==> src/design/rv_params.svh <==
`ifndef RV_PARAMS_SVH
`define RV_PARAMS_SVH

`define RV_MEM_WORDS 1024 // Depth in 32-bit words.
`define RV_RESET_PC 32'h0000_0000

`endif
==> src/design/rv_pkg.sv <==
package rv_pkg;

	typedef logic [31:0] word_t;
	typedef logic [31:0] addr_t; // Byte address.
	typedef logic [4:0] reg_idx_t;
	typedef logic [6:0] opcode_t;
	typedef logic [2:0] func3_t;
	typedef logic [3:0] bmask_t; // One bit per byte lane.

	typedef enum logic [2:0] {
		IDLE,
		FETCH,
		EXEC,
		MEM,
		WB,
		HALT
	} hart_state_t;

endpackage

==> src/design/fetch_unit.sv <==
module fetch_unit (
	input logic clk,
	input logic arst_n,
	input logic start,
	input rv_pkg::addr_t pc,
	output logic done,
	output rv_pkg::word_t instr,
	output logic req,
	output rv_pkg::addr_t addr,
	input logic ack,
	input rv_pkg::word_t rdata
);
	import rv_pkg::*;

	localparam addr_t WORD_ALIGN = 32'hffff_fffc;

	logic draining;

	always_ff @(posedge clk or negedge arst_n) begin
		if (!arst_n) begin
			req <= 1'b0;
			draining <= 1'b0;
			done <= 1'b0;
		end else begin
			done <= 1'b0;
			if (start && !req && !draining) begin
				req <= 1'b1;
			end else if (req && ack) begin
				req <= 1'b0; // Word captured below.
				draining <= 1'b1;
			end else if (draining && !ack) begin
				draining <= 1'b0;
				done <= 1'b1;
			end
		end
	end

	always_ff @(posedge clk) begin
		if (start) addr <= pc & WORD_ALIGN;
		if (req && ack) instr <= rdata;
	end

	a_req_after_ack: assert property (@(posedge clk) disable iff (!arst_n)
		$rose(req) |-> !$past(ack));

endmodule

==> config.mk <==
export PLATFORM = sky130hd
export DESIGN_NAME = fetch_unit
export DESIGN_NICKNAME = d
export VERILOG_FILES = /design/src/design/rv_params.svh /design/src/design/rv_pkg.sv /design/src/design/fetch_unit.sv
export SDC_FILE = /design/constraint.sdc
export NUM_CORES = 1
export LEC_CHECK = 0
export ABC_AREA = 1
export BUFFER_PORTS_ARGS = -buffer_cell sky130_fd_sc_hd__buf_2
export CAP_MARGIN = 20
export CORE_AREA = 5 5 79 81
export CTS_BUF_LIST = sky130_fd_sc_hd__clkbuf_8
export CTS_CLUSTER_SIZE = 16
export DETAILED_ROUTE_END_ITERATION = 16
export DIE_AREA = 0 0 84 86
export GPL_TIMING_DRIVEN = 0
export PLACE_DENSITY = 0.72
export RECOVER_POWER = 50
export SKIP_LAST_GASP = 1
export SLEW_MARGIN = 10
export SYNTH_ARGS = -nofsm -noshare
export SYNTH_HDL_FRONTEND = slang
export SYNTH_SLANG_ARGS = --single-unit
==> constraint.sdc <==
create_clock -name clk -period 1.3 [get_ports clk]
set_input_delay 0.065 -clock clk [delete_from_list [all_inputs] [get_ports clk]]
set_output_delay 0.065 -clock clk [all_outputs]
set_load 0.01 [all_outputs]
# == Word level (Yosys, flattened, before mapping) ==
# Cells that the tools add are included.
# Widths: inputs -> output; s select.
# classes
n_bitwise,1
mux,7
reduce_logical,10
# op_table
op,count
$mux 1,7
$logic_and 1x1->1,4
$reduce_bool 2->1,2
$logic_not 1->1,3
$reduce_and 2->1,1
$not 1->1,1
# word_totals
inputBits,68
regBits,65
out_inout_bits,66
wordCells,23

# == Logic depth before layout (Yosys ltp) ==
# logic_depth
depth_word,5
ltp_mapped,3
depth_no_buf,3

# == Least setup slack after synthesis ==
# Ideal clock, no wire load.
# synth_timing
path_type,reg-to-reg
start,register req
end,register instr[0] (enable)
stages_incl_launch_ff,3
path_buffers,0
arrival_time_ns,1.122
setup_time_ns,0.387
path_slack_ns,-0.209
synth_period_minus_slack_ns,1.509
required_time_ns,0.913
path_cell_list,dfrtp_1 -> nand2_1 -> inv_1
# synth_between
elab_chain_len,1
# synth_rtl
item,line,source
start: declaration,fetch_unit.sv:8,"output logic req,"
start signal: assignment,fetch_unit.sv:21,req <= 1'b0;
start signal: assignment,fetch_unit.sv:27,req <= 1'b1;
start signal: assignment,fetch_unit.sv:29,req <= 1'b0;
$logic_and 1x1->1,fetch_unit.sv:40,if (req && ack) instr <= rdata;
end signal: assignment,fetch_unit.sv:40,
end: declaration,fetch_unit.sv:7,"output rv_pkg::word_t instr,"
# Every way passes these cells.
# A chain may end at the register's enable or synchronous reset.

# == Worst setup path in the final report ==
# Same ends and word-level chain as after synthesis.

==> impl_metrics.env <==
export IMPL_status="finished clean"
export IMPL_period_minus_slack_ns=1.10
export IMPL_synth_edf_count=62
export IMPL_hp_class="primary input to asynchronous set/reset pin"
export IMPL_netlist_area_leader_share_pct=93.1
export IMPL_start_util_pct=37.0
export IMPL_rows=27
export IMPL_routed_wl_um=5430
export IMPL_clock_path_buffers=2
export IMPL_worstPathMaxFanout=9
export IMPL_worstReg2RegStart="req"
export IMPL_dr_pass1_iters=4
export IMPL_slew_limit_headroom_pct=53.0
export IMPL_crit_path_end_kind="flip-flop"
export IMPL_hpwl_um=3270
export IMPL_crit_path_top_delay_cell="dfrtp_1"
export IMPL_hold_viol_final=0
export IMPL_ir_worst_vdd_v=0.000805
export IMPL_drive_gt1_share_pct=48.3
export IMPL_clkLatencyLatePin_ns=0.33
export IMPL_dpl_cell_count=280
export IMPL_core_area_mm2=0.00541
export IMPL_syn_inst=78
export IMPL_clock_skew_ns=0.0113
export IMPL_synthArstFlopShare_pct=4.62
export IMPL_fin_crit_sh_pct=84.9
export IMPL_wl_per_cell_um=14.9
export IMPL_gr_usage_all_layers_pct=16.5
export IMPL_synth_ff_type="edfxtp_1"
export IMPL_antenna_found_initial=0
export IMPL_cts_root_buf="clkbuf_8"
export IMPL_final_area_mm2=0.00360
export IMPL_num_antenna_cells=0
export IMPL_placed_area_mm2=0.00275
export IMPL_ys_types=10
export IMPL_required_ns=1.39
export IMPL_nNetsFinal=355
export IMPL_grt_setup_unrepaired="false"
export IMPL_grt_pass1_vias=1713
export IMPL_fill_cells=384
export IMPL_gp_routability_congestion=0.742
export IMPL_boundaryPins=134
export IMPL_synth_top_cells_by_count="62 x edfxtp_1, 3 x dfrtp_1, 3 x inv_1, 3 x nand2_1, 2 x buf_4"
export IMPL_grt_pass1_wl_um=8650
export IMPL_gr_total_overflow=0
export IMPL_leakage_nw=1.55
export IMPL_cts_tree="done"
export IMPL_max_freq_ghz=0.906
export IMPL_clock_sinks=65
export IMPL_synth_area_leaders="edfxtp_1 93%, dfrtp_1 3.8%, buf_4 0.75%"
export IMPL_synth_most_common_cell="edfxtp_1"
export IMPL_p_total_mw=4.72
export IMPL_dr_first_iter_drc_count=47
export IMPL_syn_area_per_cell_um2=25.6
export IMPL_ant_nets=0
export IMPL_reg2reg_setup_slack_ns=0.20
export IMPL_synth_seq_cells=65
export IMPL_cpPeakStageDelay_ns=0.42
export IMPL_drc=0
export IMPL_critPathKind="flip-flop to flip-flop"
export IMPL_area_delta_synth_final_pct=79.8
export IMPL_finalNonFillerCells=364
export IMPL_worstPathArrival_ns=1.19
export IMPL_rr_worst_depth=3
export IMPL_cts_buffers=9
export IMPL_via_per_inst=4.12
export IMPL_powerDensity_mw_per_mm2=1310
export IMPL_crit_start="req"
export IMPL_htreeDepth=3
export IMPL_die_y_um=86
export IMPL_clk_pin_slew_ns=0.07
export IMPL_die_w_um=84
export IMPL_grt_max_degree=32
export IMPL_critical_path_cell_chain="nand2_2 -> clkinvlp_4 -> buf_4"
export IMPL_startpoint_type="flip-flop"
export IMPL_vias=1501
export IMPL_worst_pin_slew_ns=0.706
export IMPL_synth_top_area_cell="edfxtp_1"
export IMPL_ys_warn_count=0
export IMPL_yosysSeqAreaShare_pct=96.9
export IMPL_dieArea_mm2=0.00722
export IMPL_finalSetupViolCount=0
export IMPL_drv_cap=0
export IMPL_io_buffer_count=129
export IMPL_maxSlewViolCount=0
export IMPL_netlist_area_mm2=0.00200
export IMPL_utilization_pct=66.5
==> power by group <==
group          internal, mW  leakage, nW  switching [mW]
combinational         0.336        0.816           0.307
sequential             2.50        0.629          0.0488
clock                 0.851        0.104           0.679
==> sequential cells by signal, indices dropped and copies added, names as in the netlist <==
signal    cells
req           1
instr        32
done          1
addr         30
draining      1
==> layer usage <==
metal | track usage [%] | share of wire [%] | routed length (um)
met1 | 17.1 | 37 | 2020
met2 | 27.3 | 48 | 2580
met3 | 9.61 | 14 | 752
met4 | 7.02 | 1.5 | 79
met5 | 0 | 0 | 0
==> cells in the final DEF, fill, tap and decap left out <==
cell           Yosys  final
buf_2              0    118
nand2_1            3      2
a21oi_2            1      1
bufinv_16          0      1
clkinv_2           0      2
nor2_1             1      1
inv_1              3      6
dlygate4sd3_1      0     64
nand2_2            0      1
dfrtp_1            3      3
clkbuf_1           0      9
edfxtp_1          62     62
nand3_1            1      1
buf_4              2      4
clkbuf_8           0      9
clkinvlp_4         0      2
conb_1             1      2
buf_12             0      1
clkinv_1           0      1
clkbuf_2           0      2
==> final cells by class <==
| class | count | area, um2 | share of cell area, % |
|---|---|---|---|
| repair inverters | 1 | 7.51 | 0.209 |
| clock buffers | 9 | 124 | 3.44 |
| plain buffers | 2 | 15.0 | 0.418 |
| inverters | 4 | 18.8 | 0.522 |
| clock inverters | 7 | 55.1 | 1.53 |
| multi-input cells | 8 | 38.8 | 1.08 |
| flip-flops and latches | 65 | 1940 | 53.9 |
| repair buffers | 196 | 1310 | 36.4 |
| well taps | 72 | 90.1 | 2.51 |
==> through the flow <==
stage	hold slack, ns	TNS (ns)	worst slack, ns
detailed placement	-0.133	-6.62	-0.209
floorplan	-0.231	-1.37	-0.0428
CTS	0.0356	0	0.0170
finish	0.0749	0	0.196
global route	0.0885	0	0.165
global placement	-0.137	-5.20	-0.165
==> critical path: cells and delay by family (launching register included) <==
| kind | cells | cell delay [ns] |
|---|---|---|
| simple gates | 1 | 0.14 |
| flops | 1 | 0.42 |
| buf+inv | 2 | 0.30 |
==> kinds of logic (layout without fill, tap and decap cells) <==
group	count (synthesis)	count (layout)	synth area share, %
DFF	65	65	96.9
buffers and inverters	6	219	1.50
and+or+nand+nor	5	5	1.00
other	1	2	0.188
AOI/OAI and AO/OA	1	1	0.438
==> what timing repair did <==
item,4_1_cts,5_1_grt
buffers inserted,0,3
resized for setup,1,0
endpoints found under the setup margin,32,32
hold buffers,64,0
gates cloned,1,0
endpoints found under the hold margin,67,0
==> final timing paths <==
kind / to
max: instr[0]
min: req
max reg2reg: instr[0]
min reg2reg: done
max in group asynchronous: done
min in group clk: instr[23]
No activity file was read; power rests on OpenSTA's default activity.
