### src/design/rv_params.svh
`ifndef RV_PARAMS_SVH
`define RV_PARAMS_SVH

`define RV_MEM_WORDS 1024 // Depth in 32-bit words.
`define RV_RESET_PC 32'h0000_0000

`endif
### src/design/rv_pkg.sv
package rv_pkg;

	typedef logic [31:0] word_t;
	typedef logic [31:0] addr_t; // Byte address.
	typedef logic [4:0] reg_idx_t;
	typedef logic [6:0] opcode_t;
	typedef logic [2:0] func3_t;
	typedef logic [3:0] bmask_t; // One bit per byte lane.

	typedef enum logic [2:0] {
		IDLE,
		FETCH,
		EXEC,
		MEM,
		WB,
		HALT
	} hart_state_t;

endpackage

### src/design/load_store_unit.sv
module load_store_unit (
	input logic clk,
	input logic arst_n,
	input logic start,
	input logic ren,
	input logic wen,
	input rv_pkg::addr_t addr,
	input rv_pkg::func3_t func3,
	input rv_pkg::word_t wdata,
	output logic done,
	output rv_pkg::word_t load_data,
	output logic req,
	output logic we,
	output rv_pkg::addr_t maddr,
	output rv_pkg::bmask_t bmask,
	output rv_pkg::word_t mwdata,
	input logic ack,
	input rv_pkg::word_t rdata
);
	import rv_pkg::*;

	bmask_t lane_mask;
	word_t lane_wdata, lane_rdata, ext_data;
	func3_t ls_func3;
	logic [1:0] ls_off;
	logic draining;

	always_comb begin
		case (func3[1:0])
			2'b00: lane_mask = 4'b0001 << addr[1:0];
			2'b01: lane_mask = 4'b0011 << addr[1:0];
			default: lane_mask = 4'b1111;
		endcase
	end

	assign lane_wdata = wdata << {addr[1:0], 3'b000};
	assign lane_rdata = rdata >> {ls_off, 3'b000}; // Addressed byte to lane 0.

	always_comb begin
		case (ls_func3)
			3'b000: ext_data = {{24{lane_rdata[7]}}, lane_rdata[7:0]};
			3'b001: ext_data = {{16{lane_rdata[15]}}, lane_rdata[15:0]};
			3'b100: ext_data = {24'b0, lane_rdata[7:0]};
			3'b101: ext_data = {16'b0, lane_rdata[15:0]};
			default: ext_data = lane_rdata;
		endcase
	end

	always_ff @(posedge clk or negedge arst_n) begin
		if (!arst_n) begin
			req <= 1'b0;
			draining <= 1'b0;
			done <= 1'b0;
		end else begin
			done <= 1'b0;
			if (start && !req && !draining) begin
				req <= 1'b1;
			end else if (req && ack) begin
				req <= 1'b0;
				draining <= 1'b1;
			end else if (draining && !ack) begin
				draining <= 1'b0;
				done <= 1'b1;
			end
		end
	end

	always_ff @(posedge clk) begin
		if (start) begin
			we <= wen;
			maddr <= {addr[31:2], 2'b00};
			bmask <= ren ? 4'b1111 : lane_mask; // Reads fetch the whole word.
			mwdata <= lane_wdata;
			ls_func3 <= func3;
			ls_off <= addr[1:0];
		end
		if (req && ack) load_data <= ext_data;
	end

endmodule

### config.mk
export PLATFORM = sky130hd
export DESIGN_NAME = load_store_unit
export DESIGN_NICKNAME = d
export VERILOG_FILES = /design/src/design/rv_params.svh /design/src/design/rv_pkg.sv /design/src/design/load_store_unit.sv
export SDC_FILE = /design/constraint.sdc
export NUM_CORES = 1
export LEC_CHECK = 0
export BUFFER_PORTS_ARGS = -buffer_cell sky130_fd_sc_hd__buf_4
export CORE_ASPECT_RATIO = 0.9
export CORE_MARGIN = 2
export CORE_UTILIZATION = 30
export CTS_CLUSTER_DIAMETER = 40
export CTS_CLUSTER_SIZE = 12
export DETAILED_ROUTE_END_ITERATION = 12
export MAX_ROUTING_LAYER = met4
export PLACE_DENSITY = 0.52
export SLEW_MARGIN = 30
export SYNTH_ARGS = -nofsm -noshare
export SYNTH_HDL_FRONTEND = slang
export SYNTH_SLANG_ARGS = --single-unit
### constraint.sdc
create_clock -name clk -period 2.7 [get_ports clk]
set_input_delay 0.405 -clock clk [delete_from_list [all_inputs] [get_ports clk]]
set_output_delay 0.405 -clock clk [all_outputs]
set_load 0.05 [all_outputs]
-- Yosys cells after proc, flatten, opt, wreduce, memory -nomap -nowiden
Cells that the tools add are included.
- output and inout bits: 103
- input bits: 105
- register bits after elaboration: 107
- shifts and indexed selects: 4
- equality and inequality tests: 4
- muxes and demuxes: 9
- reductions and logical operators: 12
- bitwise gates (word level): 1
- operator list (cell ; number):
    one-hot mux 32 bit (4 select lines) ; 1
    left shift 32 x 5 -> 32 bit ; 1
    right shift 32 x 5 -> 32 bit ; 1
    one-hot mux 4 bit (2 select lines) ; 1
    two-way mux 1 bit ; 7
    equality test 3 bit (second input constant) ; 2
    logical AND 1 bit ; 4
    nonzero test 2 bit ; 2
    left shift 1 x 2 -> 4 bit (first input constant) ; 1
    left shift 2 x 2 -> 4 bit (first input constant) ; 1
    equality test 3 x 1 -> 1 bit (second input constant) ; 1
    logical NOT 1 bit ; 3
    logical NOT 3 bit ; 1
    equality test 2 x 1 -> 1 bit (second input constant) ; 1
    logical NOT 2 bit ; 1
    AND reduction 2 bit ; 1
    inverter 1 bit ; 1

-- Longest topological paths before layout
- word-level depth: 5
- gate-level depth with buffers: 6

-- Worst setup path before layout
No wires, ideal clock.
- kind: reg-to-reg
- start point: reg req
- end point: reg load_data[0] (enable)
- data arrival time: 1.538 ns
- data required time: 2.308 ns
- cell stages (with the launch flop): 2
- slack: 0.770 ns
- setup time: 0.392 ns
- buffers on the path: 0
- cells stage by stage: dfrtp_1 and2_1
- word-level cells in the longest chain between the ends: 1
- ends and longest elaborated chain (what ; RTL line ; RTL):
    from (decl) ; load_store_unit.sv:12 ; output logic req,
    from (signal assigned) ; load_store_unit.sv:51 ; req <= 1'b0;
    from (signal assigned) ; load_store_unit.sv:57 ; req <= 1'b1;
    from (signal assigned) ; load_store_unit.sv:59 ; req <= 1'b0;
    logical AND 1 bit ; load_store_unit.sv:77 ; if (req && ack) load_data <= ext_data;
    to (signal assigned) ; load_store_unit.sv:77 ;
    to (decl) ; load_store_unit.sv:11 ; output rv_pkg::word_t load_data,
No other way between the ends.
A chain may end at the register's enable or synchronous reset.

-- Final worst setup path
- start point: reg ls_off[0]
- end point: reg load_data[13] (data pin)
- word-level cells in the longest chain between the ends: 2
- ends and longest elaborated chain (what ; RTL line ; RTL):
    from (decl) ; load_store_unit.sv:25 ; logic [1:0] ls_off;
    from (signal assigned) ; load_store_unit.sv:75 ; ls_off <= addr[1:0];
    right shift 32 x 5 -> 32 bit ; load_store_unit.sv:37 ; assign lane_rdata = rdata >> {ls_off, 3'b000};
    one-hot mux 32 bit (4 select lines) ; load_store_unit.sv:40 ; case (ls_func3)
    net ext_data[13] ; load_store_unit.sv:23 ; word_t lane_wdata, lane_rdata, ext_data;
The timed path passes the listed nets, and every way through them passes these cells.

==> summary.md <==
| Metric | Value |
|---|---|
| Post-Synth XOR/XNOR Area | `0` |
| Post-synthesis average cell area | `14.3 sq um` |
| Worst path max stage delay | `420 ps` |
| Drt total wl | `11900 um` |
| Die area | `0.0160 sq mm` |
| Post-synthesis cell area | `0.00450 sq mm` |
| Placed cell count | `701` |
| CTS tree | `yes` |
| Crit path DAT | `2140 ps` |
| Skew-Pair Late Insertion Delay | `350 ps` |
| Final net count | `620` |
| Number of global-route vias before repair | `3380` |
| CTS root buf | `clkbuf_16` |
| Layout cells sized above 1 | `0.438` |
| Slew HR | `0.503` |
| Setup CP Type | `reg -> reg` |
| Die X | `133 um` |
| Ant diodes | `0` |
| CP endpoint kind | `register` |
| Slew @ Worst Pin | `744 ps` |
| Worst ir drop on vdd | `0.000369 V` |
| P_leak | `2.72 nW` |
| Layout Cells excl Fill | `718` |
| Req. time, crit path | `2790 ps` |
| Cell with the most instances on the worst path | `mux2i_1` |
| Grt total ovfl | `0` |
| Yosys warning count | `0` |
| TNS Setup | `0 ps` |
| Max-cap violations | `0` |
| Fin crit share | `0.759` |
| Die Y | `120 um` |
| Vias | `3247` |
| First-pass GRT wire length | `18200 um` |
| I/O Buffers | `205` |
| Antenna Nets Post-Route | `0` |
| FF+latch count, synth | `107` |
| Placed cell area | `0.00620 sq mm` |
| Worst-path cell chain | `buf_4, mux2i_1, mux2i_1, a21boi_2, nor2_1` |
| Synth unique cells | `26` |
| DRC errors left | `0` |
| Post-Synth Simple-Gate Area | `0.0929` |
| Crit Path Max Fanout | `31` |
| Worst Clk Skew | `4.46 ps` |
| Multiplexer share of the synthesized area | `0.0823` |
| Finished Cell Area | `0.00650 sq mm` |
| Hold Crit Endpoint | `maddr[29]` |
| Number of CTS-inserted buffers | `9` |
| Hpwl dp | `8630 um` |
| R2R Setup Slk | `650 ps` |
| Core area | `0.0147 sq mm` |
| Ports | `208` |
| Synth Instances | `314` |
| Pin count of the biggest net entering global routing | `74` |
| Hold Crit Class | `in -> reg` |
| Setup violations, final | `0` |
| Initial antenna violation count | `0` |
| Max Root-Sink Buffers | `2` |
| Util after Layout | `0.442` |
| Number of cell rows | `42` |
| Maximum clock rate | `488 MHz` |
| Synth Area in Compound Gates | `0.0876` |
| Status | `completed` |
| Worst-path clk slew | `70 ps` |
| Reg2reg path depth | `5` |
| Pwr Density | `676 mW/mm^2` |
| Average vias per placed instance | `4.52` |
| H-tree depth | `3` |
| Fillers | `1410` |
| Routed WL per cell | `16.6 um` |
| Starting Density | `0.306` |
| Routability congestion estimate from global placement | `0.768` |
| Initial drt markers | `159` |
| Seq/Total Area, Yosys | `0.711` |
| GRT Resource Usage Total | `0.155` |
| CP max stage cell | `edfxtp_1` |
| Commonest non-fill, non-tap cell in the layout | `buf_4` |
| R2r endpoint | `load_data[13]` |
| Hold wc startpoint | `addr[29]` |
| Min cycle time layout | `2050 ps` |
| Hold Vio Cnt, Final | `0` |
| RSZ-0062 raised after global routing | `no` |
| Slew Limit Fails | `0` |
| Reg-to-reg startpoint | `ls_off[0]` |
| WHS | `226 ps` |
| 1st-pass router iterations | `4` |
| Startpoint types | `register` |
| Cells resized by post-CTS repair | `0` |
| Syn-to-layout area delta | `44.4%` |
| Combinational family with the most area after synthesis | `simple AND/OR/NAND/NOR gates` |
| Adder-cell share of the synthesized area | `0` |
| Worst hold stages | `1` |
| Cell family with most CP delay | `multiplexers` |
| Worst path bufs/invs | `1` |
| CTS sink count | `107` |
| Most frequent cells in the layout | `buf_4 (207), edfxtp_1 (104), mux2i_1 (37)` |
## sequential cells by signal, summed over array words and instances (netlist names)
name and flops:
done 1, ls_off 2, we 1, maddr 30, bmask 4, req 1
load_data 32, mwdata 32, ls_func3 3, draining 1
## cell usage after synthesis
cell type | n | share of area
nor2b_1 | 19 | 0.026
conb_1 | 1 | 0.00083
a21boi_2 | 1 | 0.0025
nand3b_1 | 1 | 0.0017
a311oi_2 | 1 | 0.0033
nand2_1 | 26 | 0.022
clkbuf_1 | 5 | 0.0042
buf_6 | 2 | 0.0050
o21ai_2 | 2 | 0.0039
buf_2 | 9 | 0.010
nand2b_2 | 1 | 0.0019
buf_1 | 1 | 0.00083
o211ai_2 | 1 | 0.0028
dfrtp_1 | 3 | 0.017
mux2i_1 | 37 | 0.082
buf_4 | 3 | 0.0050
and2_1 | 9 | 0.013
nand2b_1 | 1 | 0.0014
nand2b_4 | 1 | 0.0031
a21oi_1 | 16 | 0.018
o21ai_0 | 17 | 0.019
inv_1 | 1 | 0.00083
nor2_1 | 29 | 0.024
a211oi_1 | 22 | 0.037
o21a_1 | 1 | 0.0017
edfxtp_1 | 104 | 0.69
## area by class of cell
type	count	area [sq um]	share of cell area
Tap cell	198	248	0.0381
Inverter	1	3.75	0.000577
Clock buffer	10	229	0.0352
Multi-Input combinational cell	187	1190	0.183
Clock inverter	6	56.3	0.00866
Timing Repair Buffer	209	1580	0.242
Sequential cell	107	3200	0.492
## cells by family after synthesis
logic type / after synthesis
and+or+nand+nor: 87
AOI/OAI and AO/OA: 61
buffers and inverters: 21
other: 1
DFF: 107
muxes: 37
## per-stage QoR
stage | worst slack [ps] | power, mW
6_report | 651 | 4.40
2_1_floorplan | 770 | 2.74
3_5_place_dp | 653 | 3.15
5_1_grt | 395 | 4.59
4_1_cts | 647 | 4.46
3_3_place_gp | 754 | 3.14
## per-layer routing
metal  share of wire  vias up  global-route usage
met2            0.47      159               0.239
met1            0.41     1510               0.187
li1                -     1564                   -
met4           0.014        0              0.0512
met3            0.10       14              0.0642
met5               0        -                   -
## power breakdown
part | total [mW] | switching, mW | internal, mW | leakage, nW
sequential | 2.04 | 0.0500 | 1.99 | 1.04
combinational | 1.06 | 0.713 | 0.344 | 1.54
clock | 1.29 | 0.582 | 0.712 | 0.141
total | 4.40 | 1.35 | 3.05 | 2.72
## how the worst max path moves through the flow
stage                         start             to  slack, ps  depth (start not counted)
final                     ls_off[0]  load_data[13]        650                          5
after global routing      ls_off[0]  load_data[23]        400                          5
after CTS                 ls_off[0]  load_data[13]        650                          5
after detailed placement  ls_off[0]  load_data[13]        650                          5
after global placement    ls_off[0]  load_data[18]        750                          5
after floorplan                 req   load_data[0]        770                          1
## timing repair
| item | CTS | global route |
|---|---|---|
| setup endpoints to repair | 0 | 0 |
| hold buffers | 1 | 0 |
| endpoints found under the hold margin | 3 | 0 |
| setup buffers | 0 | 0 |
No activity file was read; power rests on OpenSTA's default activity.
