`src/design/rv_params.svh`:
```
`ifndef RV_PARAMS_SVH
`define RV_PARAMS_SVH

`define RV_MEM_WORDS 1024 // Depth in 32-bit words.
`define RV_RESET_PC 32'h0000_0000

`endif
```
`src/design/rv_pkg.sv`:
```
package rv_pkg;

	typedef logic [31:0] word_t;
	typedef logic [31:0] addr_t; // Byte address.
	typedef logic [4:0] reg_idx_t;
	typedef logic [6:0] opcode_t;
	typedef logic [2:0] func3_t;
	typedef logic [3:0] bmask_t; // One bit per byte lane.

	typedef enum logic [2:0] {
		IDLE,
		FETCH,
		EXEC,
		MEM,
		WB,
		HALT
	} hart_state_t;

endpackage

```
`src/design/hart_ctrl.sv`:
```
`include "rv_params.svh"

module hart_ctrl (
	input logic clk,
	input logic arst_n,
	input logic run,
	output logic fetch_start,
	input logic fetch_done,
	input rv_pkg::word_t instr_in,
	output rv_pkg::addr_t pc,
	output rv_pkg::word_t instr,
	input rv_pkg::reg_idx_t rs1,
	input rv_pkg::reg_idx_t rs2,
	output rv_pkg::word_t rs1_val,
	output rv_pkg::word_t rs2_val,
	input rv_pkg::reg_idx_t rd,
	input logic rd_wen,
	input rv_pkg::word_t rd_data,
	input logic mem_ren,
	input logic mem_wen,
	input logic is_halt,
	input rv_pkg::addr_t next_pc,
	output logic ls_start,
	input logic ls_done,
	output logic retire_valid,
	output rv_pkg::addr_t retire_pc,
	output rv_pkg::reg_idx_t retire_rd,
	output rv_pkg::word_t retire_wdata,
	output logic halted
);
	import rv_pkg::*;

	hart_state_t state;
	word_t regs [32];
	logic wr_en;

	assign wr_en = (state == WB) && rd_wen && (rd != '0);
	assign rs1_val = (rs1 == '0) ? '0 : regs[rs1]; // x0 reads zero.
	assign rs2_val = (rs2 == '0) ? '0 : regs[rs2];

	always_ff @(posedge clk or negedge arst_n) begin
		if (!arst_n) begin
			state <= IDLE;
			pc <= `RV_RESET_PC;
			fetch_start <= 1'b0;
			ls_start <= 1'b0;
		end else begin
			fetch_start <= 1'b0;
			ls_start <= 1'b0;
			case (state)
				IDLE: if (run) begin
					pc <= `RV_RESET_PC;
					fetch_start <= 1'b1;
					state <= FETCH;
				end
				FETCH: if (fetch_done) state <= EXEC;
				EXEC: if (is_halt) begin
					state <= HALT;
				end else if (mem_ren || mem_wen) begin
					ls_start <= 1'b1;
					state <= MEM;
				end else begin
					state <= WB;
				end
				MEM: if (ls_done) state <= WB;
				WB: begin
					pc <= next_pc;
					fetch_start <= 1'b1;
					state <= FETCH;
				end
				default: ; // Stays halted until reset.
			endcase
		end
	end

	always_ff @(posedge clk) begin
		if (state == FETCH && fetch_done) instr <= instr_in;
		if (wr_en) regs[rd] <= rd_data;
	end

	assign retire_valid = (state == WB);
	assign retire_pc = pc;
	assign retire_rd = wr_en ? rd : '0;
	assign retire_wdata = wr_en ? rd_data : '0;
	assign halted = (state == HALT);

	// WB lasts one cycle and follows EXEC or a completed memory access.
	a_retire_wb: assert property (@(posedge clk) disable iff (!arst_n)
		retire_valid |-> state == WB && $past(state) inside {EXEC, MEM});

endmodule

```
`config.mk`:
```
export PLATFORM = sky130hd
export DESIGN_NAME = hart_ctrl
export DESIGN_NICKNAME = d
export VERILOG_FILES = /design/src/design/rv_pkg.sv /design/src/design/hart_ctrl.sv
export VERILOG_INCLUDE_DIRS = /design/src /design/src/design
export SDC_FILE = /design/constraint.sdc
export NUM_CORES = 1
export LEC_CHECK = 0
export BUFFER_PORTS_ARGS = -buffer_cell sky130_fd_sc_hd__buf_2
export CAP_MARGIN = 10
export CORE_MARGIN = 2
export CORE_UTILIZATION = 40
export CTS_BUF_LIST = sky130_fd_sc_hd__clkbuf_8 sky130_fd_sc_hd__clkbuf_16
export CTS_CLUSTER_DIAMETER = 60
export DETAILED_ROUTE_END_ITERATION = 6
export SYNTH_ARGS = -nofsm -noshare
export SYNTH_HDL_FRONTEND = slang
export SYNTH_SLANG_ARGS = --single-unit
```
`constraint.sdc`:
```
create_clock -name clk -period 6.4 [get_ports clk]
set_clock_uncertainty 0.2 [all_clocks]
set_input_delay 1.28 -clock clk [delete_from_list [all_inputs] [get_ports clk]]
set_output_delay 1.28 -clock clk [all_outputs]
set_load 0.01 [all_outputs]
```
# Word level (Yosys, flattened, before mapping)
# Memory sizes are Yosys's and may differ from the RTL's.
# Index checks and enable logic that the tools add are counted.
word_totals:
  ff_bits: 69
  ramBits: 1024
  in_bits: 120
  out_inout_bits: 201
  elab_cells: 45
  memories: 1
memory_table:
  columns: ["memory", "depth", "width", "read_ports", "rd_ports_with_merged_regs", "write_ports", "line_no", "text"]
  rows:
  - ["regs", 32, 32, 2, 0, 1, "hart_ctrl.sv:34", "word_t regs [32];"]
op_classes:
  eq_ne: 8
  muxes: 19
  n_reduce_logical: 12
op_table:
  columns: ["cell", "count"]
  rows:
  - ["$mux W32", 4]
  - ["$pmux W32 S2", 1]
  - ["$mux W3", 5]
  - ["$pmux W3 S5", 1]
  - ["$logic_not A5 Y1", 2]
  - ["$reduce_bool A5 Y1", 2]
  - ["$eq A3 B2 Y1 const B", 2]
  - ["$eq A3 B3 Y1 const B", 2]
  - ["$mux W1", 6]
  - ["$ne A2 B2 Y1 const B", 3]
  - ["$mux W5", 1]
  - ["$reduce_and A4 Y1", 1]
  - ["$eq A3 B1 Y1 const B", 1]
  - ["$logic_and A1 B1 Y1", 3]
  - ["$logic_not A3 Y1", 1]
  - ["$pmux W1 S2", 1]
  - ["$reduce_and A2 Y1", 1]
  - ["$reduce_bool A2 Y1", 1]
  - ["$logic_or A1 B1 Y1", 1]

# Logic depth before layout (Yosys ltp)
logic_depth:
  word_depth: 5
  ltp_mapped: 7
  depth_no_buf: 4

# Worst setup path after synthesis
# No wires, ideal clock.
synth_timing:
  path_kind: "input -> register"
  from: "input fetch_done"
  to: "register instr[0] (enable)"
  setup_ns: 0.513
  arrival_time_ns: 4.591
  required_ns: 5.687
  path_slack_ns: 1.096
  path_stages: 1
  n_path_buf: 0
  cell_sequence: "nor4b_1"
synth_between:
  elab_chain_cells: 1
synth_lines:
  columns: ["element", "line_no", "text"]
  rows:
  - ["from (decl)", "hart_ctrl.sv:8", "input logic fetch_done,"]
  - ["$logic_and A1 B1 Y1", "hart_ctrl.sv:77", "if (state == FETCH && fetch_done) instr <= instr_in;"]
  - ["to (signal assigned)", "hart_ctrl.sv:77", null]
  - ["to (decl)", "hart_ctrl.sv:11", "output rv_pkg::word_t instr,"]
# Every way passes these cells.
# A chain may end at the register's enable or synchronous reset.

# Worst setup path in the final report
layout_timing:
  from: "input rs2[0]"
  to: "output rs2_val[11]"
layout_between:
  elab_chain_cells: 2
  word_cells_on_any_way: 3
  classes_between: "mux (1); reduce/logical (1); memory (1)"
layout_lines:
  columns: ["element", "line_no", "text"]
  rows:
  - ["from (decl)", "hart_ctrl.sv:13", "input rv_pkg::reg_idx_t rs2,"]
  - ["$mem_v2 Z32 W32 or $logic_not A5 Y1 (tied branches)", null, null]
  - ["$mux W32 *", "hart_ctrl.sv:39", "assign rs2_val = (rs2 == '0) ? '0 : regs[rs2];"]
  - ["to (decl)", "hart_ctrl.sv:15", "output rv_pkg::word_t rs2_val,"]
# Every way passes the cells marked *; elsewhere a longest branch is shown, timed or not.

==> flow_summary_export.csv <==
group,metric,value,unit
global_route,grt_pass1_wl,235000,um
sta,finalSetupTns,0,ps
detailed_routing,drt-wirelength-per-cell,35.7,um
setup_path,critPathArrivalTime,4120,ps
sta,slew_violations,0,
power,switching_share,0.242,
floorplanning,dieArea,0.130,mm^2
sta,hold_viol_final,0,
min_path,hp-class,"flip-flop to flip-flop",
finish,final_cell_mix,"1,056 x edfxtp_1, 389 x mux4_2, 314 x buf_2",
synthesis,netlist_area,0.0508,mm^2
sta,setup_violations,0,
clocking,cts_buffers,116,
sta,max_clock_freq,178,MHz
setup_path,worst-path-stages,7,
power,switching_power,3.98,mW
power,clockPowerShare,0.411,
synthesis,synth-edff-count,1056,
finish,layout.nets,3089,
power,p_seq_frac,0.488,
clocking,cts_tree,"built",
power,vdd_drop_max,0.270,mV
synthesis,synth_top_area_share,0.624,
sta,rsz0062_at_grt,"false",
clocking,clk_path_buf_depth,3,
sta,relSlewSlack,0.173,
synthesis,synth.avg_cell_area,19.5,um^2
synthesis,yosys.area.top_type,"edfxtp_1",
placed_design,port_buffers,320,
setup_path,startpoint_type,"primary input",
power,power.density,283,mW/mm^2
detailed_routing,drc,0,
setup_path,cp_cell_sequence,"buf_6 -> and2_2 -> buf_12 -> a22oi_1 -> a311oi_1 -> buf_4 -> buf_2",
status,status,"finished clean",
setup_path,end_kind,"primary output",
power,total_leakage_power,19.5,nW
setup_path,critPathMaxStageDelay,720,ps
floorplanning,fp.coreArea,0.126,mm^2
floorplanning,dieWidth,361,um
setup_path,cp_num_buf_inv,4,
placed_design,dpl_cell_area,0.0545,mm^2
sta,worst_pin_slew,1240,ps
global_route,overflow,0,
global_route,gr-usage-all-layers,0.256,
synthesis,ys_types,54,
finish,fillers,10700,
clocking,post_cts_buffers,0,
synthesis,synth-main-ff-cell,"edfxtp_1",
synthesis,synth_mux_area_frac,0.242,
detailed_routing,drt_iter0_drc,4158,
power,internal_power,12.5,mW
synthesis,ys_async_sr_fraction,0.0339,
setup_path,r2r-start,"state[2]",
setup_path,crit_path_start,"rs2[0]",
clocking,clkTransAtPathRegs,60,ps
placed_design,gp_congestion,0.843,
clocking,cts-root-buf,"clkbuf_16",
clocking,numClockSinks,1093,
synthesis,ys_ff_latch,1093,
synthesis,netlist_instances,2608,
synthesis,synthTopCellsByArea,"edfxtp_1 62%, mux4_2 17%, mux2i_1 2.5%, mux4_1 2.0%, dfrtp_1 1.8%",
synthesis,yosys.area_share.xor_xnor,0,
sta,post-route-min-period,5600,ps
setup_path,crit_slowest_cell,"a311oi_1",
floorplanning,ioPinCount,321,
finish,area_growth,14.7,%
setup_path,r2r_cells,4,
setup_path,critPathKind,"primary input to primary output",
setup_path,r2r_end,"regs[30][29]",
floorplanning,initial_core_util,0.404,
detailed_routing,ant_nets,0,
job,maxCapViolCount,0,
synthesis,synth_compound_area_frac,0.0588,
detailed_routing,dr.pass1.iters,6,
finish,drive_gt1_frac,0.376,
global_route,grt_max_degree,84,
synthesis,synth_top_family_by_area,"multiplexers",
setup_path,critPathMaxFanout,41,
clocking,cts_resized,0,
clocking,hold_buffers,0,
setup_path,cp-endpoint,"rs2_val[11]",
global_route,grt_pass1_vias,31400,
finish,fin_area,0.0583,mm^2
floorplanning,rows,130,
clocking,ctsHtreeMaxLevel,3,
detailed_routing,drt_wl_total,169000,um
synthesis,yosysSeqAreaShare,0.642,
detailed_routing,vias,30700,
placed_design,dp_hpwl,103000,um
synthesis,synth_adder_area_share,0,
global_route,antenna_found_initial,17,
synthesis,yosys.area_share.simple,0.0222,
setup_path,crit_family,"buffers and inverters",
sta,fin_crit_sh,0.875,
synthesis,yosysWarnings,0,
finish,final_common_cell,"edfxtp_1",
setup_path,critical_path_required,4920,ps
power,comb_power_share,0.102,
clocking,clk_latency,720,ps
floorplanning,die_y,361,um
detailed_routing,post_drt_via_cell_ratio,6.51,
setup_path,reg2reg_slack,2160,ps
-- worst min-delay path by stage --
stage	startpoint	to	depth (start not counted)
finish	pc[4]	pc[4]	1
global route	pc[4]	pc[4]	1
CTS	pc[4]	pc[4]	1
detailed placement	pc[4]	pc[4]	1
global placement	pc[3]	pc[3]	1
floorplan	pc[20]	pc[20]	1
-- state kept, by name, summed over array words and instances (netlist names) --
| register | cells |
|---|---|
| pc | 32 |
| ls_start | 1 |
| regs | 1024 |
| instr | 32 |
| fetch_start | 1 |
| state | 3 |
-- power groups by stage --
stage / Clock, mW / Sequential [mW] / Combinational (mW)
after detailed placement: 0 / 8.18 / 1.67
after global placement: 0 / 8.17 / 1.65
after floorplan: 0 / 8.20 / 0.987
after CTS: 6.83 / 8.03 / 1.67
final: 6.76 / 8.03 / 1.68
after global routing: 7.11 / 8.05 / 1.76
-- logic make-up after synthesis --
family          after synthesis
compound gates              412
buf+inv                     256
flops                      1093
mux                         641
other cells                   1
simple gates                205
-- per-stage QoR --
step	hold WS [ps]	std cells	util	total power, mW	worst slack (ps)
floorplan	352	2639	-	9.19	1100
global placement	296	4501	0.433	9.82	899
detailed placement	303	4501	0.433	9.85	869
CTS	323	4720	0.463	16.5	858
global route	336	4723	0.463	16.9	683
finish	318	4726	0.463	16.5	797
-- synth_stat cells, types with 14 or more instances --
library cell     n
a211oi_1        64
a221oi_1        50
a22o_1          32
a22oi_1         64
a311oi_1        64
and2_1          35
buf_2           67
buf_4           63
buf_6           50
clkbuf_1        54
dfrtp_1         37
edfxtp_1      1056
mux2_2          64
mux2i_1        129
mux4_1          38
mux4_2         389
mux4_4          21
nand2_1         32
nor2_1          43
nor2b_1         62
o2111ai_1       14
o21ai_0         22
o21ai_1         95
-- per-layer routing --
metal  wire [um]  GRT usage
met5          32          0
met4        6270     0.0897
met3       20800     0.0846
met2       77100      0.390
met1       64700      0.344
-- final cells by class --
class	count	area, um^2	area share
Timing Repair Buffer	463	2940	0.0504
Tap cell	1650	2060	0.0354
Antenna cell	6	15.0	0.000257
Multi-Input combinational cell	1290	16800	0.288
Inverter	5	21.3	0.000365
Clock inverter	101	875	0.0150
Sequential cell	1093	32600	0.560
Clock buffer	118	2940	0.0504
Power figures use the tool's default switching activity.
