<file path="config.mk">
export PLATFORM = sky130hd
export DESIGN_NAME = mem_arbiter
export DESIGN_NICKNAME = d
export VERILOG_FILES = /design/src/design/rv_params.svh /design/src/design/rv_pkg.sv /design/src/design/mem_arbiter.sv
export SDC_FILE = /design/constraint.sdc
export NUM_CORES = 1
export LEC_CHECK = 0
export BUFFER_PORTS_ARGS = -buffer_cell sky130_fd_sc_hd__buf_2
export CORE_AREA = 5 5 117 119
export CTS_CLUSTER_SIZE = 25
export DETAILED_ROUTE_END_ITERATION = 6
export DIE_AREA = 0 0 122 124
export RECOVER_POWER = 50
export SYNTH_ARGS = -nofsm -noshare
export SYNTH_HDL_FRONTEND = slang
export SYNTH_SLANG_ARGS = --single-unit
</file>
<file path="constraint.sdc">
create_clock -name clk -period 1.6 [get_ports clk]
set_clock_uncertainty 0.1 [all_clocks]
set_input_delay 0.24 -clock clk [delete_from_list [all_inputs] [get_ports clk]]
set_output_delay 0.24 -clock clk [all_outputs]
set_load 0.01 [all_outputs]
</file>
<file path="src/design/rv_params.svh">
`ifndef RV_PARAMS_SVH
`define RV_PARAMS_SVH

`define RV_MEM_WORDS 1024 // Depth in 32-bit words.
`define RV_RESET_PC 32'h0000_0000

`endif
</file>
<file path="src/design/rv_pkg.sv">
package rv_pkg;

	typedef logic [31:0] word_t;
	typedef logic [31:0] addr_t; // Byte address.
	typedef logic [4:0] reg_idx_t;
	typedef logic [6:0] opcode_t;
	typedef logic [2:0] func3_t;
	typedef logic [3:0] bmask_t; // One bit per byte lane.

	typedef enum logic [2:0] {
		IDLE,
		FETCH,
		EXEC,
		MEM,
		WB,
		HALT
	} hart_state_t;

endpackage

</file>
<file path="src/design/mem_arbiter.sv">
module mem_arbiter (
	input logic clk,
	input logic arst_n,
	input logic h_req,
	input logic h_we,
	input rv_pkg::addr_t h_addr,
	input rv_pkg::bmask_t h_bmask,
	input rv_pkg::word_t h_wdata,
	output logic h_ack,
	input logic l_req,
	input logic l_we,
	input rv_pkg::addr_t l_addr,
	input rv_pkg::bmask_t l_bmask,
	input rv_pkg::word_t l_wdata,
	output logic l_ack,
	input logic f_req,
	input rv_pkg::addr_t f_addr,
	output logic f_ack,
	output rv_pkg::word_t rdata,
	output logic m_req,
	output logic m_we,
	output rv_pkg::addr_t m_addr,
	output rv_pkg::bmask_t m_bmask,
	output rv_pkg::word_t m_wdata,
	input logic m_ack,
	input rv_pkg::word_t m_rdata
);
	import rv_pkg::*;

	localparam bmask_t FETCH_MASK = 4'b1111;

	logic [2:0] grant; // Host, load/store, fetch.

	always_comb begin
		if (grant[2]) begin
			m_req = h_req;
			m_we = h_we;
			m_addr = h_addr;
			m_bmask = h_bmask;
			m_wdata = h_wdata;
		end else if (grant[1]) begin
			m_req = l_req;
			m_we = l_we;
			m_addr = l_addr;
			m_bmask = l_bmask;
			m_wdata = l_wdata;
		end else begin
			m_req = grant[0] && f_req;
			m_we = 1'b0;
			m_addr = f_addr;
			m_bmask = FETCH_MASK;
			m_wdata = '0;
		end
	end

	assign h_ack = grant[2] && m_ack;
	assign l_ack = grant[1] && m_ack;
	assign f_ack = grant[0] && m_ack;
	assign rdata = m_rdata;

	always_ff @(posedge clk or negedge arst_n) begin
		if (!arst_n) begin
			grant <= '0;
		end else if (grant == '0) begin
			if (!m_ack) begin // m_req is already low here.
				if (h_req) grant <= 3'b100;
				else if (l_req) grant <= 3'b010;
				else if (f_req) grant <= 3'b001;
			end
		end else if (!m_req && !m_ack) begin
			grant <= '0; // Phase 4 done.
		end
	end

	// Ownership never passes straight from one requester to another.
	a_grant: assert property (@(posedge clk) disable iff (!arst_n)
		$onehot0(grant) && (grant == $past(grant) || grant == '0 || $past(grant) == '0));

endmodule

</file>
# After elaboration in Yosys (flattened, before gate mapping)
# Index checks and enable logic that the tools add are counted.
[totals] register_bits=3 output_inout_bits=105 wordCells=29
[op_classes] n_eq_ne=2 n_mux=16 reduce_logical=10
[ops] op="2-to-1 mux 32 bit" count=4
[ops] op="2-to-1 mux 3 bit" count=6
[ops] op="2-to-1 mux 4 bit" count=2
[ops] op="logical AND 1 bit" count=5
[ops] op="2-to-1 mux 1 bit" count=4
[ops] op="!= test 4 bit, second input constant" count=1
[ops] op="zero test 3 bit" count=1
[ops] op="AND reduction 3 bit" count=1
[ops] op="zero test 1 bit" count=2
[ops] op="!= test 2 bit, second input constant" count=1
[ops] op="nonzero test 2 bit" count=1

# Depth between registers and ports, before layout
# Gate-level depths: netlist (run 1).
[logic_depth] ltp_word=7 depth_mapped=5 mapped_depth_nobuf=3

# Worst setup path after synthesis (run 1)
# No wires, ideal clock.
[synth_timing] path_kind="register to output" from="reg grant[2]" to="out m_wdata[0]" arrival_ns=1.095 required_time_ns=1.260 setup_slack_ns=0.165 stages_incl_launch_ff=5 path_buffers=2 cell_sequence="dfrtp_1 -> buf_2 -> nor2b_1 -> buf_2 -> a22o_1"
[synth_via] elab_chain_len=1
[synth_rtl] element="from (decl)" line_no="mem_arbiter.sv:32" text="logic [2:0] grant;"
[synth_rtl] element="from (signal assigned)" line_no="mem_arbiter.sv:63" text="grant <= '0;"
[synth_rtl] element="from (signal assigned)" line_no="mem_arbiter.sv:66" text="if (h_req) grant <= 3'b100;"
[synth_rtl] element="from (signal assigned)" line_no="mem_arbiter.sv:67" text="else if (l_req) grant <= 3'b010;"
[synth_rtl] element="2-to-1 mux 32 bit" line_no="mem_arbiter.sv:35" text="if (grant[2]) begin"
[synth_rtl] element="to (decl)" line_no="mem_arbiter.sv:24" text="output rv_pkg::word_t m_wdata,"
# No other way between the ends.

# Worst setup path after layout (run 1)
# Ends and elaborated chain as after synthesis.

==> flow_summary.json, run 1 <==
{
  "run_status": "finished, violations left",
  "violations": "setup timing",
  "synthFlopType": "dfrtp_1",
  "p_seq_frac": 0.058,
  "detailedPlace.worstSlack_ps": 79.3,
  "maxCapViolCount": 0,
  "dieArea_um2": 15100,
  "comb_power_share": 0.721,
  "grt_max_degree": 40,
  "grt_util_all_layers": 0.0885,
  "synth-xor-area-share": 0,
  "postSynthAreaPerCell_um2": 6.80,
  "antenna_cells": 0,
  "p_int_uw": 1120,
  "yosysSeqAreaShare": 0.0502,
  "dieWidth_um": 122,
  "clockBufferDepth": 2,
  "hold_path.startpoint": "l_req",
  "largest_reg_flops": 3,
  "worstRegToRegCells": 4,
  "path_class": "flop to output port",
  "drt-total-wl_um": 8570,
  "die_h_um": 124,
  "slew_headroom": 0.819,
  "clock.fmax_mhz": 573,
  "setup-violations-final": 71,
  "vias": 2381,
  "synthAdderAreaFrac": 0,
  "slowest_delay_ps": 520,
  "cp.arrival_ps": 1410,
  "grt_setup_unrepaired": "true",
  "clk_latency_ps": 230,
  "yosys-top-cells-area": "mux2i_1 (23%), a22o_1 (18%), buf_4 (17%)",
  "drtAntennaViolNets": 0,
  "worst_pin_slew_ps": 272,
  "clkPwrFrac": 0.222,
  "post-route-min-period_ps": 1750,
  "final_nets": 648,
  "r2r-end": "grant[1]$_DFFE_PN0P_",
  "power_density_nw_per_um2": 577,
  "reg_top3": "grant (3)",
  "cts_made_buffers": 3,
  "synth_edf_count": 0,
  "worst-path-max-fanout": 6,
  "drc": 0,
  "cp.required_ps": 1260,
  "synth_compound_gate_area_share": 0.329,
  "drive_gt1_frac": 0.672,
  "p_sw_uw": 701,
  "grt_pass1_vias": 2169,
  "syn_to_final_growth_pct": 111,
  "ys_async_sr_fraction": 1.00,
  "synth_area_um2": 1500,
  "rr_startpoint": "grant[2]$_DFFE_PN0P_",
  "rrSetupSlack_ps": 100,
  "synth_commonest_cells": "nand2_1 (40), o21ai_1 (35), mux2i_1 (34)",
  "ios": 313,
  "drv_slew": 0,
  "row_count": 41,
  "fin_util": 0.253,
  "synth_warnings": 0,
  "whs_path_depth": 3,
  "root_buffer": "clkbuf_16",
  "synth_top_family_by_area": "compound AO/OA/AOI/OAI gates",
  "start_util": 0.120,
  "gp_congestion": 0.741,
  "min_path_type": "input pin to flop",
  "synthDominantCellAreaShare": 0.228,
  "port-buffer-count": 248,
  "clk_pin_slew_ps": 30,
  "synth_cell_type_count": 23,
  "switching_share": 0.386,
  "synthCells": 220,
  "ys_ff_latch": 3,
  "cts.sinks": 3,
  "critical_path.cell_chain": "buf_12, clkbuf_16, a22o_1, buf_2",
  "synth_nets": 428,
  "drtIter0Drc": 144,
  "crit_slowest_cell": "dfrtp_4",
  "ir_drop_v": 0.000294,
  "core_um2": 12500,
  "antenna_found_initial": 0,
  "drtPass1Iterations": 4,
  "post-dp-hpwl_um": 6700,
  "fin_crit_sh": 1.09,
  "muxShareOfSynthArea": 0.228,
  "final-hold-violation-count": 0,
  "final.setup.worst_slack_ps": -146,
  "top_register": "grant",
  "cts_tree": "built",
  "via_per_inst": 3.90,
  "cp-start-kind": "flop",
  "cts_max_level": 1,
  "grt_pass1_wl_um": 10700,
  "worstHoldEndpoint": "grant[1]$_DFFE_PN0P_",
  "p_leak_uw": 0.00167,
  "holdWs_ps": 215,
  "grt_overflow": 0,
  "cp-end-kind": "output port",
  "synth_top_area_cell": "mux2i_1",
  "synthMostInstantiatedCell": "nand2_1",
  "wl_per_cell_um": 14.0,
  "synth_simple_gate_area_share": 0.156
}
==> power groups by stage <==
stage	logic [uW]	clock network, uW	registers (uW)
detailed placement	1090	0	98.8
global placement	1090	0	98.5
global route	1430	420	107
floorplan	656	0	87.7
finish	1310	403	105
CTS	1120	409	101
==> how the worst max path moves through the flow <==
stage,start,end
global route,grant[2]$_DFFE_PN0P_,m_wdata[14]
floorplan,grant[2]$_DFFE_PN0P_,m_wdata[0]
detailed placement,grant[2]$_DFFE_PN0P_,m_bmask[2]
global placement,grant[2]$_DFFE_PN0P_,m_bmask[0]
CTS,grant[2]$_DFFE_PN0P_,m_bmask[2]
finish,grant[2]$_DFFE_PN0P_,m_wdata[0]
==> stage by stage <==
| stage | cell area, um^2 | instances | TNS (ps) | total power (uW) |
|---|---|---|---|---|
| after floorplan | 1500 | 220 | 0 | 743 |
| after global placement | 2720 | 596 | 0 | 1190 |
| after detailed placement | 2720 | 596 | 0 | 1190 |
| after CTS | 2850 | 601 | -4540 | 1630 |
| after global routing | 3150 | 611 | -10400 | 1960 |
| final | 3150 | 611 | -5640 | 1820 |
==> layer usage <==
metal	share of wire	track usage	vias to the layer above	wire length [um]
met5	0	0	-	0
met4	0.016	0.0392	0	133
met3	0.11	0.0159	15	962
met2	0.50	0.149	137	4270
met1	0.37	0.111	1031	3210
li1	-	-	1198	-
==> critical path, delay by kind of cell (launching register included) <==
| kind | cells | cell delay, ps |
|---|---|---|
| buffers and inverters | 3 | 450 |
| flip-flops | 1 | 520 |
| AO/OA/AOI/OAI | 1 | 210 |
==> what timing repair did <==
item | 4_1_cts | 5_1_grt
endpoints found under the hold margin | 3 | 0
hold buffers | 1 | 0
cloned | 0 | 9
setup endpoints to repair | 69 | 73
setup buffers | 0 | 1
resized for setup | 11 | 27
==> cell families (layout without fill, tap and decap cells) <==
kind of cell | Yosys count | count (layout)
buffers and inverters | 56 | 275
multiplexers | 34 | 34
flip-flops | 3 | 3
AO/OA/AOI/OAI | 73 | 73
AND/OR/NAND/NOR | 54 | 54
==> placed cells by master, fill, tap and decap left out <==
master and n:
nor4_2 1, o21ai_1 29, buf_6 5, dfrtp_2 1, dfrtp_1 1, a21oi_2 2, buf_2 246, nor2_2 2
clkbuf_16 8, nor3_1 1, nor2b_4 1, nor2_1 1, a22o_1 31, a2111o_1 1, inv_1 4, clkbuf_1 1
mux2i_1 29, buf_4 2, nor2_4 1, nand2_1 36, and3b_1 1, nand2b_4 1, buf_12 7, dfrtp_4 1
mux2i_2 4, and2_4 1, mux2i_4 1, or3b_1 1, o21ai_2 6, nand3b_1 1, dlygate4sd3_1 1, nand2_2 4
buf_8 1, o22a_1 1, and2_1 2, a21oi_1 3
==> layout make-up <==
cell class	instances	area, um^2
well taps	172	215
multi-input cells	161	1170
fillers	1408	9320
clock buffers	4	78.8
repair buffers	267	1590
flip-flops and latches	3	80.1
inverters	4	15.0
No activity file was read; power rests on OpenSTA's default activity.
==> run 2, diff against run 1 <==
- REMOVE_ABC_BUFFERS: unset -> 1
==> run 2 against run 1 <==
  * The flow still finishes with violations (setup timing)
  * Total power shrank 0.19%
  * Cell count grew 0.82%
  * Combinational power is essentially flat
  * First-iteration DRC count shrank 63%
  * Count of clock-buffer cells in the layout is the same
  * Via count grew 3.0%
  * Sequential power shrank 5%
==> flow_summary.json, run 2 (synthesis gave the netlist of run 1 again) <==
{
  "design_area_um2": 3160,
  "post-dp-hpwl_um": 8370,
  "final.setup.worst_slack_ps": -132,
  "maxCapViolCount": 0,
  "cts_tree": "built",
  "slew_headroom": 0.794,
  "layout.cells.most_common_list": "buf_2 (247), nand2_1 (38), a22o_1 (31), mux2i_1 (29), o21ai_1 (27)",
  "vias": 2453,
  "busiest_layer": "met2",
  "power_density_nw_per_um2": 574,
  "totalPowerFinal_uw": 1810,
  "whs_path_depth": 3,
  "drive_gt1_frac": 0.676,
  "use_met2": 0.160,
  "regArea_um2": 80.1,
  "path_class": "flop to output port",
  "syn_to_final_growth_pct": 111,
  "grt_pass1_vias": 2269,
  "antenna_found_initial": 0,
  "drtIter0Drc": 54,
  "cts_max_level": 1,
  "drtAntennaViolNets": 0,
  "port-buffer-count": 248,
  "grt_max_degree": 53,
  "drv_slew": 0,
  "clock.fmax_mhz": 578,
  "dieWidth_um": 122,
  "grt_util_met1": 0.126,
  "clockBufferDepth": 2,
  "drtPass1Iterations": 4,
  "grt_use_met3": 0.0640,
  "clk_latency_ps": 220,
  "place_area_um2": 2770,
  "min_path_type": "input pin to flop",
  "row_count": 41,
  "post-route-min-period_ps": 1730,
  "via_per_inst": 3.98,
  "grt_overflow": 0,
  "drt-total-wl_um": 10400,
  "worstRegToRegCells": 4,
  "start_util": 0.120,
  "holdWs_ps": 205,
  "final_nets": 653,
  "violations": "setup timing",
  "fillers": 1371,
  "cp.required_ps": 1260,
  "cts_made_buffers": 3,
  "top_register": "grant",
  "gp_congestion": 0.725,
  "grt_util_all_layers": 0.105,
  "clkPwrFrac": 0.216,
  "grt_setup_unrepaired": "true",
  "reg_top3": "grant (3)",
  "ios": 313,
  "switching_share": 0.388,
  "cp-end-kind": "output port",
  "mostFrequentLayoutCell": "buf_2",
  "cp-start-kind": "flop",
  "fin_util": 0.254,
  "wl_per_cell_um": 16.9,
  "grt_pass1_wl_um": 12200,
  "multi_input_area_um2": 1160,
  "p_sw_uw": 704,
  "die_h_um": 124,
  "worst_pin_slew_ps": 309,
  "cts.sinks": 3,
  "cp.arrival_ps": 1390,
  "core_um2": 12500,
  "run_status": "finished, violations left",
  "p_leak_uw": 0.00169,
  "root_buffer": "clkbuf_16",
  "p_int_uw": 1110,
  "drc": 0,
  "detailedPlace.worstSlack_ps": 6.91,
  "p_seq_frac": 0.055,
  "final-hold-violation-count": 0,
  "setup-violations-final": 68,
  "fin_crit_sh": 1.08,
  "clk_pin_slew_ps": 30,
  "antenna_cells": 0,
  "worst-path-max-fanout": 28,
  "comb_power_share": 0.729,
  "dieArea_um2": 15100,
  "ir_drop_v": 0.000284,
  "largest_reg_flops": 3
}
==> run 2: cell types whose count changed in the layout (fill, tap and decap cells not counted), sizes merged <==
cell	delta
buf	+6
clkbuf	-1
==> run 2: what timing repair did <==
| item | 4_1_cts | 5_1_grt |
|---|---|---|
| hold buffers | 1 | 0 |
| pin swaps | 0 | 4 |
| buffers inserted | 1 | 4 |
| hold endpoints to repair | 3 | 0 |
| gates resized for setup | 5 | 27 |
| setup endpoints to repair | 64 | 71 |
| gates cloned | 0 | 6 |
==> run 2: worst paths after layout <==
kind	slack (ps)	from	endpoint
max	-130	grant[2]$_DFFE_PN0P_	m_wdata[27]
min	200	l_req	grant[1]$_DFFE_PN0P_
max reg2reg	20	grant[2]$_DFFE_PN0P_	grant[0]$_DFFE_PN0P_
min reg2reg	510	grant[0]$_DFFE_PN0P_	grant[0]$_DFFE_PN0P_
max in group asynchronous	1010	arst_n	grant[2]$_DFFE_PN0P_
min in group asynchronous	270	arst_n	grant[2]$_DFFE_PN0P_
==> run 2: layout make-up <==
class	instances	area share
Clock buffer	4	0.0249
Tap cell	172	0.0681
Inverter	4	0.00475
Timing Repair Buffer	272	0.511
Sequential cell	3	0.0253
Multi-Input combinational cell	161	0.366
==> run 2: power groups by stage <==
stage               clock network, uW  logic [uW]  registers, uW
CTS                               398        1150            101
finish                            392        1320           99.9
detailed placement                  0        1130            100
global placement                    0        1120           98.5
floorplan                           0         453            185
global route                      405        1430            102
==> run 2: worst max-delay path: stages, from the launching register on <==
cell and delay (ps):
dfrtp_4 510, buf_4 240, a22o_1 260, buf_2 140
==> run 2: layer usage <==
metal / wire, um / vias up
li1: - / 1205
met5: 80 / -
met2: 4800 / 168
met1: 4110 / 1074
met3: 1360 / 4
met4: 40 / 2
==> run 2: metrics by stage <==
stage | setup TNS (ps) | cells
after floorplan | -103290 | 168
after global placement | 0 | 600
after detailed placement | 0 | 600
after CTS | -5750 | 606
after global routing | -9110 | 616
final | -5820 | 616
==> run 3, diff against run 2 <==
- clock period: 1.6 -> 1.4 ns (I/O delays scaled with it)
==> run 3 against run 2 <==
  * The flow still finishes with violations (setup timing)
  * Flip-flop and latch count is the same
  * Count of clock-buffer cells in the layout is the same
  * Design area grew 6.7%
  * Cell count grew 0.97%
  * Combinational power grew 24%
  * Critical path type unchanged
  * Largest power group unchanged
==> flow_summary.json, run 3 (synthesis gave the netlist of run 1 again) <==
{
  "dieArea_um2": 15100,
  "min_path_type": "input pin to flop",
  "dpl.cell_count": 606,
  "p_sw_uw": 859,
  "final-hold-violation-count": 0,
  "die_h_um": 124,
  "layout.cells.most_common_list": "buf_2 (248), a22o_1 (31), mux2i_1 (30), nand2_1 (25), o21ai_2 (23)",
  "cts_max_level": 1,
  "multi_input_area_um2": 1270,
  "post-route-min-period_ps": 1750,
  "worst-path-buf-inv": 4,
  "cp.arrival_ps": 1440,
  "cp-start-kind": "flop",
  "p_leak_uw": 0.00178,
  "antenna_cells": 0,
  "slowest_delay_ps": 500,
  "path_class": "flop to output port",
  "gp_congestion": 0.781,
  "regArea_um2": 80.1,
  "switching_share": 0.390,
  "drtAntennaViolNets": 0,
  "path_common_cell": "buf_12",
  "p_seq_frac": 0.050,
  "vias": 2548,
  "fin_cells": 622,
  "setup_tns_ps": -21150,
  "grt_overflow": 0,
  "port-buffer-count": 248,
  "p_int_uw": 1340,
  "drc": 0,
  "grt_max_degree": 22,
  "final.setup.worst_slack_ps": -349,
  "post-dp-hpwl_um": 8220,
  "fin_crit_sh": 1.25,
  "reg_top3": "grant (3)",
  "top_register": "grant",
  "antenna_found_initial": 0,
  "comb_power_share": 0.744,
  "maxCapViolCount": 0,
  "drive_gt1_frac": 0.736,
  "holdWs_ps": 168,
  "mostFrequentLayoutCell": "buf_2",
  "clkPwrFrac": 0.206,
  "drv_slew": 0,
  "clk_latency_ps": 220,
  "clk_pin_slew_ps": 30,
  "grt_pass1_vias": 2317,
  "clockBufferDepth": 2,
  "ir_drop_v": 0.000273,
  "cts_made_buffers": 3,
  "run_status": "finished, violations left",
  "violations": "setup timing",
  "syn_to_final_growth_pct": 126,
  "fillers": 1379,
  "grt_setup_unrepaired": "true",
  "worst-path-max-fanout": 12,
  "grt_pass1_wl_um": 13000,
  "cp.required_ps": 1090,
  "drtIter0Drc": 67,
  "cts_tree": "built",
  "row_count": 41,
  "totalPowerFinal_uw": 2200,
  "wl_per_cell_um": 16.3,
  "start_util": 0.120,
  "core_um2": 12500,
  "drtPass1Iterations": 4,
  "cts.sinks": 3,
  "drt-total-wl_um": 10200,
  "clock.fmax_mhz": 572,
  "largest_reg_flops": 3,
  "dieWidth_um": 122,
  "grt_util_all_layers": 0.112,
  "cp-end-kind": "output port",
  "worst_pin_slew_ps": 210,
  "power_density_nw_per_um2": 652,
  "critical_path.cell_chain": "buf_12, buf_12, buf_16, nand2_1, o21ai_2, buf_2",
  "crit_slowest_cell": "dfrtp_4",
  "via_per_inst": 4.10,
  "ios": 313,
  "setup-violations-final": 74,
  "critPathTopFamily": "buffers and inverters",
  "slew_headroom": 0.856,
  "root_buffer": "clkbuf_16",
  "final_nets": 659
}
## run 3: cell types whose count changed in the layout (fill, tap and decap cells not counted), moves of 3 or more
cell,delta
a21oi_1,+3
a21oi_2,-3
buf_12,+5
clkbuf_16,-3
nand2_1,-13
nand2_2,+7
nand2_4,+6
o21ai_1,-15
o21ai_2,+15
## run 3: power by group through the flow
stage	combinational, uW	sequential [uW]	clock [uW]
finish	1640	111	453
detailed placement	1320	118	0
global placement	1320	118	0
global route	1760	114	465
floorplan	518	211	0
CTS	1560	112	460
## run 3: final timing paths
kind,start,end,slack [ps],depth (start not counted)
max in group asynchronous,arst_n,grant[2]$_DFFE_PN0P_,850,2
worst max register to register,grant[2]$_DFFE_PN0P_,grant[1]$_DFFE_PN0P_,-240,5
min in group asynchronous,arst_n,grant[2]$_DFFE_PN0P_,220,2
worst min register to register,grant[0]$_DFFE_PN0P_,grant[1]$_DFFE_PN0P_,580,4
worst max-delay path,grant[2]$_DFFE_PN0P_,m_addr[16],-350,6
worst min-delay path,l_req,grant[1]$_DFFE_PN0P_,170,3
## run 3: worst reg2reg max path, stage by stage, from the launching register on
cell and delay [ps]:
dfrtp_4 500, buf_12 150, buf_12 140, buf_4 150, a2111o_1 330, mux2i_1 140
## run 3: cell type report
class / count / share of cell area
clock buffers: 4 / 0.0234
inverters: 4 / 0.00445
multi-input cells: 161 / 0.378
flip-flops and latches: 3 / 0.0237
well taps: 172 / 0.0638
repair buffers: 278 / 0.507
## run 3: repair_timing
| action | CTS | global route |
|---|---|---|
| endpoints found under the setup margin | 74 | 74 |
| hold endpoints to repair | 3 | 0 |
| resized for setup | 46 | 32 |
| setup buffers | 6 | 1 |
| cloned | 3 | 1 |
| hold buffers | 1 | 0 |
| pin swaps | 13 | 7 |
## run 3: layer usage
| metal | track usage | wire length [um] |
|---|---|---|
| met1 | 0.130 | 3570 |
| met2 | 0.165 | 4820 |
| met3 | 0.0790 | 1600 |
| met4 | 0.0189 | 79 |
| met5 | 0.0521 | 79 |
## run 3: stage by stage
step | util | area [um^2] | worst slack (ps)
final | 0.271 | 3370 | -349
after global routing | 0.271 | 3370 | -429
after CTS | 0.259 | 3230 | -346
after detailed placement | 0.226 | 2820 | -278
after global placement | 0.226 | 2820 | -284
after floorplan | - | 1150 | -2100
